<file path="src/hw/mem_pkg.sv">
package mem_pkg;

    // ------------------------------------------------------------
    // Instruction format
    // ------------------------------------------------------------
    // | opcode 4 | reg_a 4 | immediate 16 | reg_b 4 | reg_c 4 |
    localparam int INSTR_WIDTH = 32;  // Fixed by the instruction format
    localparam int WORD_WIDTH  = 16;  // One word is exactly one immediate
    localparam int REG_WIDTH   = 4;   // Width of each register field

    localparam int OPCODE_HI = 31;
    localparam int OPCODE_LO = 28;
    localparam int REG_A_HI  = 27;  // Word index for LOADI and replace-c for WRITEB
    localparam int REG_A_LO  = 24;
    localparam int IMM_HI    = 23;  // Line address or word value
    localparam int IMM_LO    = 8;
    localparam int REG_B_HI  = 7;   // The fma-valid field of WRITEB
    localparam int REG_B_LO  = 4;
    localparam int REG_C_HI  = 3;   // Not used by the memory
    localparam int REG_C_LO  = 0;

    localparam int WORDS_PER_FMA = 3;  // Each FMA takes an a, b and c word

    // ------------------------------------------------------------
    // Opcodes and write sources
    // ------------------------------------------------------------
    // The whole ISA is listed so that core opcodes decode cleanly as no-ops
    typedef enum logic [3:0] {
        OP_NOP    = 4'b0000,
        OP_END    = 4'b0001,  // Core only
        OP_XOR    = 4'b0010,  // Core only
        OP_ADDI   = 4'b0011,  // Core only
        OP_BGE    = 4'b0100,  // Core only
        OP_JUMP   = 4'b0101,  // Core only
        OP_SMA    = 4'b0110,  // Set the line address
        OP_LOADI  = 4'b0111,  // Put an immediate into one staging word
        OP_SENDL  = 4'b1000,  // Write the staging line to the line address
        OP_LOADB  = 4'b1001,  // Write the captured buffer line to the immediate address
        OP_WRITEB = 4'b1010   // Read the immediate address out to the FMAs
    } opcode_e;

    // Chooses which line goes into the RAM on a write
    typedef enum logic {
        SRC_STAGING = 1'b0,
        SRC_BUFFER  = 1'b1
    } line_src_e;

endpackage

</file>
<file path="src/hw/line_assembler.sv">
`timescale 1ns/1ps

module line_assembler
    import mem_pkg::*;
#(
    parameter int FMA_COUNT = 2,
    localparam int WORDS_PER_LINE = WORDS_PER_FMA * FMA_COUNT,
    localparam int LINE_WIDTH = WORDS_PER_LINE * WORD_WIDTH
) (
    input  logic                   clk_in,
    input  logic                   rst_in,
    input  logic                   word_load,
    input  logic [REG_WIDTH-1:0]   word_index,
    input  logic [WORD_WIDTH-1:0]  word_data,
    input  line_src_e              write_src,
    input  logic [LINE_WIDTH-1:0]  write_buffer_read_in,
    input  logic                   write_buffer_valid_in,
    output logic [LINE_WIDTH-1:0]  write_line    // Data for the next RAM write
);

    // ------------------------------------------------------------
    // Staging line
    // ------------------------------------------------------------
    logic [LINE_WIDTH-1:0] staging_line;

    // Word 0 sits in the top bits so a line reads a0 b0 c0 a1 b1 c1 from the MSB down
    always_ff @(posedge clk_in) begin
        if (rst_in) begin
            staging_line <= '0;
        end else if (word_load) begin
            for (int w = 0; w < WORDS_PER_LINE; w++) begin
                if (word_index == REG_WIDTH'(w)) begin
                    staging_line[(WORDS_PER_LINE - 1 - w) * WORD_WIDTH +: WORD_WIDTH] <= word_data;
                end
            end
            // An index past the last word matches nothing and is dropped
        end
    end

    // ------------------------------------------------------------
    // Write buffer capture
    // ------------------------------------------------------------
    // The capture goes through one holding stage so that LOADB sampled at
    // edge N writes the line captured before N, even if a new line arrives on N
    logic [LINE_WIDTH-1:0] incoming_line;
    logic                  incoming_valid;
    logic [LINE_WIDTH-1:0] captured_line;

    always_ff @(posedge clk_in) begin
        if (rst_in) begin
            incoming_valid <= 1'b0;
        end else begin
            incoming_valid <= write_buffer_valid_in;
        end
    end

    always_ff @(posedge clk_in) begin
        if (write_buffer_valid_in) begin
            incoming_line <= write_buffer_read_in;  // Latest line from the buffer
        end
        if (incoming_valid) begin
            captured_line <= incoming_line;  // Visible to LOADB one edge later
        end
    end

    // Write data is picked from whichever line the decoder asked for
    assign write_line = (write_src == SRC_BUFFER) ? captured_line : staging_line;

endmodule

</file>
<file path="config.mk">
export PLATFORM = sky130hd
export DESIGN_NAME = line_assembler
export DESIGN_NICKNAME = d
export VERILOG_FILES = /design/src/hw/mem_pkg.sv /design/src/hw/line_assembler.sv
export SDC_FILE = /design/constraint.sdc
export NUM_CORES = 1
export LEC_CHECK = 0
export BUFFER_PORTS_ARGS = -buffer_cell sky130_fd_sc_hd__buf_4
export CELL_PAD_IN_SITES_DETAIL_PLACEMENT = 2
export CELL_PAD_IN_SITES_GLOBAL_PLACEMENT = 2
export CORE_UTILIZATION = 44
export CTS_BUF_LIST = sky130_fd_sc_hd__clkbuf_4
export CTS_CLUSTER_DIAMETER = 100
export CTS_CLUSTER_SIZE = 20
export DETAILED_ROUTE_END_ITERATION = 8
export GPL_TIMING_DRIVEN = 0
export PLACE_DENSITY_LB_ADDON = 0.1
export SETUP_SLACK_MARGIN = 0.1
export SLEW_MARGIN = 20
export SYNTH_ARGS = -nofsm -noshare
export SYNTH_HDL_FRONTEND = slang
export SYNTH_SLANG_ARGS = --single-unit
</file>
<file path="constraint.sdc">
create_clock -name clk_in -period 7.1 [get_ports clk_in]
set_input_delay 0.71 -clock clk_in [delete_from_list [all_inputs] [get_ports clk_in]]
set_output_delay 0.71 -clock clk_in [all_outputs]
set_load 0.03 [all_outputs]
</file>
# Yosys cells after proc, flatten, opt, wreduce, memory -nomap -nowiden
# Cells that the tools add are included.
# Widths: inputs -> output; s select.
[word_totals]
register_bits = 289
in_bits = 121
out_inout_bits = 96
word_cells = 22
[op_classes]
eq_ne = 5
muxes = 1
n_reduce_logical = 7
[op_table]
columns = ["op", "count"]
rows = [
  ["$mux 96", 1],
  ["$reduce_and 2->1", 6],
  ["$eq 4x2->1 const B", 2],
  ["$eq 4x3->1 const B", 2],
  ["$eq 4x1->1 const B", 1],
  ["$logic_not 4->1", 1],
]

# Longest topological paths before layout
[depth]
word_depth = 2
mapped_depth = 5
depth_no_buf = 3

# Least setup slack after synthesis
# No wires, ideal clock.
[synth_timing]
path_type = "reg-to-reg"
from = "register incoming_valid"
to = "register captured_line[0] (enable)"
setup_time_ns = 0.463
arrival_ns = 2.372
required_time_ns = 6.637
setup_slack_ns = 4.265
path_stages_with_launch = 1
path_buffers = 0
period_less_slack_ns = 2.835
path_cell_list = "dfxtp_1"
[synth_rtl]
columns = ["element", "line_no", "rtl"]
rows = [
  ["from (decl)", "line_assembler.sv:46", "logic incoming_valid;"],
  ["from (signal assigned)", "line_assembler.sv:53", "incoming_valid <= write_buffer_valid_in;"],
  ["to (signal assigned)", "line_assembler.sv:62", "captured_line <= incoming_line;"],
  ["to (decl)", "line_assembler.sv:47", "logic [LINE_WIDTH-1:0] captured_line;"],
]
# No word-level cell between the ends.

# Worst setup path after layout
[layout_timing]
from = "input port write_src"
to = "output port write_line[63]"
[layout_between]
elab_chain_len = 1
[layout_rtl]
columns = ["element", "line_no", "rtl"]
rows = [
  ["from (decl)", "line_assembler.sv:15", "input line_src_e write_src,"],
  ["$mux 96", "line_assembler.sv:67", "assign write_line = (write_src == SRC_BUFFER) ? captured_line : staging_line;"],
  ["to (decl)", "line_assembler.sv:18", "output logic [LINE_WIDTH-1:0] write_line"],
]
# No other way between the ends.

==> Implementation_results.wiki <==
{| class="wikitable"
! Metric !! Value
|-
| Data required, critical path || 6.39 ns
|-
| Horizontal die dimension || 158 µm
|-
| Share of post-route cells with drive strength above 1 || 41.9%
|-
| Insertion delay to the later sink of the worst-skew pair || slightly above 0.7 ns
|-
| Max-cap violation count || 0
|-
| CTS HTree Levels || 1
|-
| First-pass detailed-route iteration total || 4
|-
| Slew Limit Fails || 0
|-
| Share of Yosys cell area claimed by the top area cell type || between 50 and 60%
|-
| Largest net degree at the start of global routing || 98
|-
| Leading cell types by total area after synthesis || edfxtp_1, dfxtp_1, mux2_2
|-
| Initial core utilization || 45.3%
|-
| Synth Register Bits || about 290
|-
| Final worst path period share || 42.9%
|-
| ANT nets after route || 0
|-
| Startpoint kind of the worst setup timing path || primary input
|-
| Shortest period the worst path allows || between 3 and 4 ns
|-
| Setup crit end kind || primary output
|-
| Final setup violation count || 0
|-
| Area taken by flip-flops and latches || 0.00771 mm²
|-
| Synthesized cell area || 0.0108 mm²
|-
| Worst ir drop on vdd || around 150 µV
|-
| Synth cell types || 20
|-
| Total of buffers placed on input and output ports || 214
|-
| Initial antenna violation count || 2
|-
| Starting DRT DRC Count || 273
|-
| Worst slack after detailed placement || roughly 4 ns
|-
| Static leakage power || around 5.4 nW
|-
| Cts hold-fix bufs || 0
|-
| Via count || 6085
|-
| CTS Buf Count || 18
|-
| Total Die Area || 0.0251 mm²
|-
| Average footprint of a synthesized cell || between 15 and 20 µm²
|-
| Post-Synthesis Net Count || 759
|-
| Post-route worst hold slack || roughly 0.15 ns
|-
| Final instance count without filler cells || ~1200
|-
| Worst setup slack after layout || 4.06 ns
|-
| Hold crit path type || in2reg
|-
| Largest area contributor in the synthesized netlist || edfxtp_1
|-
| Number of warning messages in the yosys log || 0
|-
| Clock tree from TritonCTS || yes
|-
| Cell area after layout || approximately 0.013 mm²
|-
| Number of placed I/O pins || between 200 and 250
|-
| Vertical die dimension || about 160 µm
|-
| Number of global-route vias before repair || 6968
|-
| Total power per unit cell area || roughly 230 mW/mm²
|-
| Sequential-to-total area share from yosys stat || 71.6%
|-
| WL per Instance || around 24 µm
|-
| Most frequent standard cell in the layout excluding fill and tap cells || buf_4
|-
| Worst clock skew on the final layout || between 0.03 and 0.04 ns
|-
| Post-DP Area || 0.0128 mm²
|-
| Largest fanout on the critical path || 10
|-
| Overflow left after global routing || 0
|-
| Final WL || 29000 µm
|-
| Row cnt || 56
|-
| FILL cells || about 2100
|-
| CTS root buf || clkbuf_4
|-
| Setup TNS Final || 0 ns
|-
| CTS Sinks || 289
|-
| Synth-to-layout area growth || 21.4%
|-
| Slew margin rel. || roughly 35%
|-
| Clock-pin slew on the worst setup and hold paths || about 0.23 ns
|-
| Placed insts || approximately 1200
|-
| Area used by multi-input combinational logic || 0.00286 mm²
|-
| Final GP Congestion || 0.752
|-
| Gates resized, CTS repair || 0
|-
| Number of remaining DRC errors || 0
|-
| Actual transition at the worst max-transition pin || 0.968 ns
|-
| Final HPWL from detailed placement || 21000 µm
|-
| Buffer count from post-CTS setup fixing || 0
|-
| Achievable clock frequency || about 0.33 GHz
|-
| Commonest non-fill, non-tap cells in the layout || buf_4, edfxtp_1, nand2b_1
|-
| Global-route wire length before repair || 42500 µm
|-
| Setup Crit Path Kind || in2out
|-
| Maximum count of clock buffers along a single path || 3
|-
| Core box area || 0.0238 mm²
|-
| Total global-route track usage || 23.5%
|-
| Status || completed
|-
| Worst endpoint data arrival time || 2.33 ns
|-
| Final Hold Viols || 0
|-
| Syn Inst Count || 638
|-
| Fin nets || 995
|-
| Setup repair after global routing missed its margin || false
|-
| Via-per-instance ratio || 5.05
|}
## where the power goes
group	switching, W	total, W	internal, W
clock network	0.000501	0.000700	0.000199
logic	0.000189	0.000336	0.000146
registers	0.0000345	0.00193	0.00190
total	0.000725	0.00297	0.00224
## routing by layer
layer,vias up,share of wire [%],global-route usage [%]
met5,-,0.045,0
met4,2,2.6,6.50
met3,44,5.4,4.46
met2,179,52,43.7
met1,3080,40,27.4
li1,2780,-,-
## critical path, stage by stage
cell      delay [ns]
clkbuf_1        0.26
buf_2           0.40
buf_2           0.38
mux2_2          0.40
buf_4           0.17
## synth_stat cells (all sizes together)
cell / number
buf: 19
nand2b: 112
nor2: 1
nand2: 2
nor3b: 1
nand3b: 1
and2: 2
dfxtp: 97
nor2b: 3
clkbuf: 13
edfxtp: 192
mux2: 96
mux2i: 96
nand3: 3
## worst paths after layout
check	start	to	slack, ns	cells after the start
worst max-delay path	write_src	write_line[63]	4.06	5
worst min-delay path	write_buffer_read_in[31]	incoming_line[31]	0.15	1
worst max register to register	incoming_valid	captured_line[86]	5.76	1
worst min register to register	incoming_line[66]	captured_line[66]	0.41	0
## cells by family (layout without fill, tap and decap cells)
kind of cell | count (synthesis) | count (layout) | share of synthesized area, %
flip-flops | 289 | 289 | 71.6
multiplexers | 192 | 192 | 19.0
AND/OR/NAND/NOR | 125 | 125 | 7.57
buffers and inverters | 32 | 280 | 1.84
other | 0 | 1 | 0
## flip-flops by register name (all words and copies together) (netlist names)
signal          count
staging_line       96
incoming_line      96
captured_line      96
incoming_valid      1
## stage by stage
stage | power [W] | utilization [%]
floorplan | 0.00213 | -
global placement | 0.00229 | 53.8
detailed placement | 0.00231 | 54.0
CTS | 0.00301 | 55.0
global route | 0.00307 | 55.0
finish | 0.00297 | 55.0
## layout make-up
cell class | count | share of cell area, %
multi-input combinational | 317 | 21.9
antenna | 1 | 0.0192
timing repair buffer | 216 | 12.6
clock inverter | 1 | 0.124
clock buffer | 31 | 1.78
sequential | 289 | 59.0
tap | 319 | 3.05
buffer | 32 | 1.51
No activity file was read; power rests on OpenSTA's default activity.
