### config.mk
export PLATFORM = sky130hd
export DESIGN_NAME = instr_decoder
export DESIGN_NICKNAME = d
export VERILOG_FILES = /design/src/hw/mem_pkg.sv /design/src/hw/instr_decoder.sv
export SDC_FILE = /design/constraint.sdc
export NUM_CORES = 1
export LEC_CHECK = 0
export ABC_AREA = 1
export BUFFER_PORTS_ARGS = -buffer_cell sky130_fd_sc_hd__buf_4
export CORE_MARGIN = 5
export CORE_UTILIZATION = 44
export DETAILED_ROUTE_END_ITERATION = 12
export MAX_ROUTING_LAYER = met4
export PLACE_DENSITY = 0.84
export REMOVE_ABC_BUFFERS = 1
export SLEW_MARGIN = 5
export SYNTH_ARGS = -nofsm -noshare
export SYNTH_HDL_FRONTEND = slang
export SYNTH_SLANG_ARGS = --single-unit
### constraint.sdc
create_clock -name clk_in -period 2.65 [get_ports clk_in]
set_input_delay 0.53 -clock clk_in [delete_from_list [all_inputs] [get_ports clk_in]]
set_output_delay 0.53 -clock clk_in [all_outputs]
set_load 0.005 [all_outputs]
### src/hw/mem_pkg.sv
package mem_pkg;

    // ------------------------------------------------------------
    // Instruction format
    // ------------------------------------------------------------
    // | opcode 4 | reg_a 4 | immediate 16 | reg_b 4 | reg_c 4 |
    localparam int INSTR_WIDTH = 32;  // Fixed by the instruction format
    localparam int WORD_WIDTH  = 16;  // One word is exactly one immediate
    localparam int REG_WIDTH   = 4;   // Width of each register field

    localparam int OPCODE_HI = 31;
    localparam int OPCODE_LO = 28;
    localparam int REG_A_HI  = 27;  // Word index for LOADI and replace-c for WRITEB
    localparam int REG_A_LO  = 24;
    localparam int IMM_HI    = 23;  // Line address or word value
    localparam int IMM_LO    = 8;
    localparam int REG_B_HI  = 7;   // The fma-valid field of WRITEB
    localparam int REG_B_LO  = 4;
    localparam int REG_C_HI  = 3;   // Not used by the memory
    localparam int REG_C_LO  = 0;

    localparam int WORDS_PER_FMA = 3;  // Each FMA takes an a, b and c word

    // ------------------------------------------------------------
    // Opcodes and write sources
    // ------------------------------------------------------------
    // The whole ISA is listed so that core opcodes decode cleanly as no-ops
    typedef enum logic [3:0] {
        OP_NOP    = 4'b0000,
        OP_END    = 4'b0001,  // Core only
        OP_XOR    = 4'b0010,  // Core only
        OP_ADDI   = 4'b0011,  // Core only
        OP_BGE    = 4'b0100,  // Core only
        OP_JUMP   = 4'b0101,  // Core only
        OP_SMA    = 4'b0110,  // Set the line address
        OP_LOADI  = 4'b0111,  // Put an immediate into one staging word
        OP_SENDL  = 4'b1000,  // Write the staging line to the line address
        OP_LOADB  = 4'b1001,  // Write the captured buffer line to the immediate address
        OP_WRITEB = 4'b1010   // Read the immediate address out to the FMAs
    } opcode_e;

    // Chooses which line goes into the RAM on a write
    typedef enum logic {
        SRC_STAGING = 1'b0,
        SRC_BUFFER  = 1'b1
    } line_src_e;

endpackage

### src/hw/instr_decoder.sv
`timescale 1ns/1ps

module instr_decoder
    import mem_pkg::*;
#(
    parameter int LINE_DEPTH = 375,
    localparam int ADDR_WIDTH = $clog2(LINE_DEPTH)
) (
    input  logic                    clk_in,
    input  logic                    rst_in,
    input  logic [INSTR_WIDTH-1:0]  instr_in,
    input  logic                    instr_valid_in,
    output logic [ADDR_WIDTH-1:0]   addr,          // Line address register
    output logic                    wr_en,         // One-cycle write request
    output line_src_e               write_src,     // Line to be written
    output logic                    rd_en,         // One-cycle read request
    output logic                    rd_use_new_c,  // Flag carried with the read
    output logic                    rd_fma_valid,  // Flag carried with the read
    output logic                    word_load,     // One-cycle LOADI request
    output logic [REG_WIDTH-1:0]    word_index,
    output logic [WORD_WIDTH-1:0]   word_data
);

    // ------------------------------------------------------------
    // Field extraction
    // ------------------------------------------------------------
    opcode_e                 opcode;
    logic [REG_WIDTH-1:0]    reg_a;
    logic [REG_WIDTH-1:0]    reg_b;
    logic [WORD_WIDTH-1:0]   imm;

    assign opcode = opcode_e'(instr_in[OPCODE_HI:OPCODE_LO]);
    assign reg_a  = instr_in[REG_A_HI:REG_A_LO];  // Word index or replace-c
    assign reg_b  = instr_in[REG_B_HI:REG_B_LO];  // The fma-valid field
    assign imm    = instr_in[IMM_HI:IMM_LO];

    // Decoded strobes for the current instruction
    logic is_sma;
    logic is_loadi;
    logic is_sendl;
    logic is_loadb;
    logic is_writeb;

    always_comb begin
        is_sma    = 1'b0;
        is_loadi  = 1'b0;
        is_sendl  = 1'b0;
        is_loadb  = 1'b0;
        is_writeb = 1'b0;
        if (instr_valid_in) begin
            case (opcode)
                OP_SMA:    is_sma    = 1'b1;
                OP_LOADI:  is_loadi  = 1'b1;
                OP_SENDL:  is_sendl  = 1'b1;
                OP_LOADB:  is_loadb  = 1'b1;
                OP_WRITEB: is_writeb = 1'b1;
                // NOP and the core opcodes leave the memory alone
                default: ;
            endcase
        end
    end

    // ------------------------------------------------------------
    // Request registers
    // ------------------------------------------------------------
    // Every request lives for exactly the cycle after its sample edge
    always_ff @(posedge clk_in) begin
        if (rst_in) begin
            addr      <= '0;
            wr_en     <= 1'b0;
            rd_en     <= 1'b0;
            word_load <= 1'b0;
            write_src <= SRC_STAGING;
        end else begin
            wr_en     <= is_sendl | is_loadb;
            rd_en     <= is_writeb;
            word_load <= is_loadi;

            // SMA, LOADB and WRITEB all leave their immediate as the address
            if (is_sma || is_loadb || is_writeb) begin
                addr <= imm[ADDR_WIDTH-1:0];
            end

            if (is_sendl) begin
                write_src <= SRC_STAGING;  // SENDL writes to the address already held
            end else if (is_loadb) begin
                write_src <= SRC_BUFFER;
            end
        end
    end

    // Payload fields only matter while their strobe is high
    always_ff @(posedge clk_in) begin
        word_index   <= reg_a;
        word_data    <= imm;
        rd_use_new_c <= (reg_a == REG_WIDTH'(1));  // Only the value one counts as set
        rd_fma_valid <= (reg_b == REG_WIDTH'(1));
    end

endmodule

[Yosys cells after proc, flatten, opt, wreduce, memory -nomap -nowiden]
Cells that the tools add are included.
Word-level totals
  bits in registers: 35
  latch bits: 0
  RAM bits: 0
  bits in read-only memories: 0
  input bits: 35
  word-level logic and storage cells: 31
  memories kept: 0
Cells by class
  add/subtract/negate cells: 0
  multipliers: 0
  div/mod/pow operators: 0
  magnitude comparators: 0
  equal/unequal tests: 7
  shifts and indexed selects: 0
  multiplexer cells: 9
  bitwise gates (word level): 2
  reductions and logical operators: 4
Operators by type and width (number)
  equality test 4 bit, second input constant: 3
  two-way mux 1 bit: 9
  equality test 4 x 1 -> 1 bit, second input constant: 2
  equality test 4 x 3 -> 1 bit, second input constant: 2
  OR reduction 2 bit: 2
  logical OR 1 bit: 2
  inverter 1 bit: 1
  bitwise OR 1 bit: 1

[Logic depth before layout (Yosys ltp)]
  depth after elaboration: 5
  gate-level depth with buffers: 8
  gate-level depth less buffers: 7

[Least setup slack after synthesis]
OpenSTA, ideal clock, no wires.
  path kind: input -> register
  start: input instr_in[28]
  end: register addr[7]
  arrival: 1177 ps
  required time: 2537 ps
  setup slack: 1360 ps
  cell stages on the path: 7
  path buffers: 1
  cells stage by stage: inv_1 nand2_1 nor2_4 nand2_4 buf_12 a21oi_2 nor2_2
On the way
  longest elaborated chain between the ends: 5
  elaborated cells on any way between the ends: 11
  classes of those cells: eq/ne (3); mux (6); reduce/logical (2)
RTL lines
  from (decl): RTL line instr_decoder.sv:11  | input logic [INSTR_WIDTH-1:0] instr_in,
  equality test 4 x 3 -> 1 bit / equality test 4 bit (equally long branches): RTL line instr_decoder.sv:51  | case (opcode)
  two-way mux 1 bit: RTL line instr_decoder.sv:51
  two-way mux 1 bit: RTL line instr_decoder.sv:50  | if (instr_valid_in) begin
  logical OR 1 bit: RTL line instr_decoder.sv:80  | if (is_sma || is_loadb || is_writeb) begin
  logical OR 1 bit *: RTL line instr_decoder.sv:80
  to (signal assigned): RTL line instr_decoder.sv:81  | addr <= imm[ADDR_WIDTH-1:0];
  to (decl): RTL line instr_decoder.sv:13  | output logic [ADDR_WIDTH-1:0] addr,
Mark *: on every way between the ends. The rest lies on a longest branch, timed or not.
A chain may end at the register's enable or synchronous reset.

[Final worst setup path]
  start: register addr[4]
  end: output addr[4]
No word-level cell between the ends.

==> impl_metrics.ini <==
[run_status]
status = complete, no violations

[finish]
drive_gt1_share_pct = 52.8
fillers = 201
areaGrowthSynthToFinish_pct = 51.2
nets = 212
final_area_um2 = 1700
antenna_cells = 0

[routing]
wl_met3_um = 450
route.detailed.drc = 0
m1WireLength_um = 1020
dr.pass1.iters = 4
highest_layer = met4
viasPerCell = 4.54
vias = 944
final_antenna_net_count = 0
finalWirelength_um = 2570
wire_per_inst_um = 12.4
first_iter_violations = 11
route.met2.wl_um = 1080

[sta]
relSlewSlack_pct = 79.4
setup_viol = 0
drv_slew = 0
clock_skew_ps = 0
fin_crit_sh_pct = 50.6
fmax_ghz = 0.746
tns_ps = 0
rsz0062_at_grt = no
worst_pin_slew_ps = 307
hold_viol_final = 0
min_period_ps = 1340

[critical_path]
worstRegToRegCells = 4
cp-end-kind = output pin
crit_fanout = 2
critPathBufInv = 1
slowest_stage = dfxtp_1
cp-start-kind = flip-flop
cp.depth = 1
cp_top_family = flip-flops
criticalPathCategory = reg2out
critPathRequiredTime_ps = 2120
cp.arrival_ps = 810
cp_cell_sequence = buf_4
cpPeakStageDelay_ps = 360

[clocking]
clock_sinks = 35
ctsRootBufferMaster = clkbuf_4
cts_resized = 0
hold_buffers = 0
cts_tree = yes
insertion_delay_ps = 330
post-cts-setup-buffer-count = 0
clkTransAtPathRegs_ps = 110
cts_made_buffers = 5
htreeDepth = 2
cts_buffer_depth = 2

[global_route]
grt_pass1_wl_um = 3990
grt_max_degree = 19
antenna_found_initial = 0
grt-ovfl-total = 0
grt_pass1_vias = 937
grt.total_usage_pct = 15.6

[logic_synthesis]
yosysTopAreaCell = dfxtp_1
async_reset_ff_share_pct = 0
yosysWarnings = 0
syn_area_per_cell_um2 = 10.5
synth_top_area_share_pct = 62.3
seq_area_frac_synth_pct = 62.3
synthFlopType = dfxtp_1
synth_edf_count = 0
synthMostInstantiatedCell = dfxtp_1
synth-seq-cells = 35
synthTopCellsByArea = dfxtp_1 62%, a21oi_2 7.0%, nand2_1 4.0%
netlist_instances = 107
synth_common_cells = 35 x dfxtp_1, 12 x nand2_1, 11 x inv_1
syn_area_um2 = 1120
synth_cell_types = 19

[power]
power.switching_uw = 236
power_frac_clock_pct = 35.6
power_density_nw_per_um2 = 621
irDropWorstVdd_v = 0.000426
seqPwrFrac_pct = 52.9
p_leak_nw = 0.848
comb_power_share_pct = 11.5
intPower_uw = 820
p_sw_share_pct = 22.4
p_total_mw = 1.06

[floorplan]
io_pins = 70
die_area_um2 = 3670
die_h_um = 60.6
core_area_um2 = 2450
start_util_pct = 45.8
num_rows = 18
die-width_um = 60.6

[job]
cap_violations = 0

[placed_design]
placed_area_um2 = 1620
port_buffers = 65
dp_hpwl_um = 2010
place.gp.congestion = 0.709

[worst_hold_path]
hold_depth = 1
hold_path_class = in2reg
cell families after synthesis:
family	after synthesis	synth area share, %
and+or+nand+nor	45	22.5
DFF	35	62.3
buffers and inverters	17	7.79
AOI/OAI and AO/OA	10	7.45
placed cells by master, fill, tap and decap left out, types with 2 or more instances in the layout:
cell type,netlist,final
a21oi_2,9,9
buf_4,0,65
clkbuf_4,0,5
dfxtp_1,35,35
inv_1,11,11
inv_2,3,3
nand2_1,12,12
nand2_2,3,3
nand3_1,8,8
nand3_4,2,2
nor2_1,9,9
nor2_2,2,2
nor3_1,3,3
nor4_1,2,2
nor4b_1,2,2
layout make-up:
type                    count  area [um^2]  area share [%]
clock inverters             3         43.8            2.58
multi-input cells          55          337            19.8
repair buffers             65          488            28.7
inverters                  15         56.3            3.31
well taps                  30         37.5            2.21
flip-flops and latches     35          701            41.2
clock buffers               5         37.5            2.21
routing by layer:
metal	vias to the layer above	GRT usage (%)
li1	482	-
met1	399	17.1
met2	60	24.3
met3	3	8.30
met4	0	4.64
met5	-	-
worst paths after layout:
kind	slack [ps]	to	from
worst max register to register	1950	addr[7]$_SDFFE_PP0P_	addr[7]$_SDFFE_PP0P_
worst max-delay path	1310	addr[4]	addr[4]$_SDFFE_PP0P_
worst min-delay path	300	word_data[13]$_DFF_P_	instr_in[21]
worst min register to register	520	write_src$_SDFFE_PP0P_	write_src$_SDFFE_PP0P_
metrics by stage:
step                instances  setup WS, ps  utilization, %  hold slack (ps)
floorplan                 105          1410               -              498
global placement          200          1210            66.0              501
detailed placement        200          1160            66.0              508
CTS                       208          1280            69.3              274
global route              208          1250            69.3              261
finish                    208          1310            69.3              295
state kept, by name, summed over array words and instances, names as in the netlist:
register	count
addr	9
rd_en	1
rd_fma_valid	1
rd_use_new_c	1
word_data	16
word_index	4
word_load	1
wr_en	1
write_src	1
power by group through the flow:
stage	sequential [mW]	combinational, mW	clock (mW)
floorplan	0.574	0.0358	0
global placement	0.571	0.119	0
detailed placement	0.571	0.123	0
CTS	0.560	0.123	0.391
global route	0.562	0.134	0.418
finish	0.559	0.121	0.376
Power figures use the tool's default switching activity.
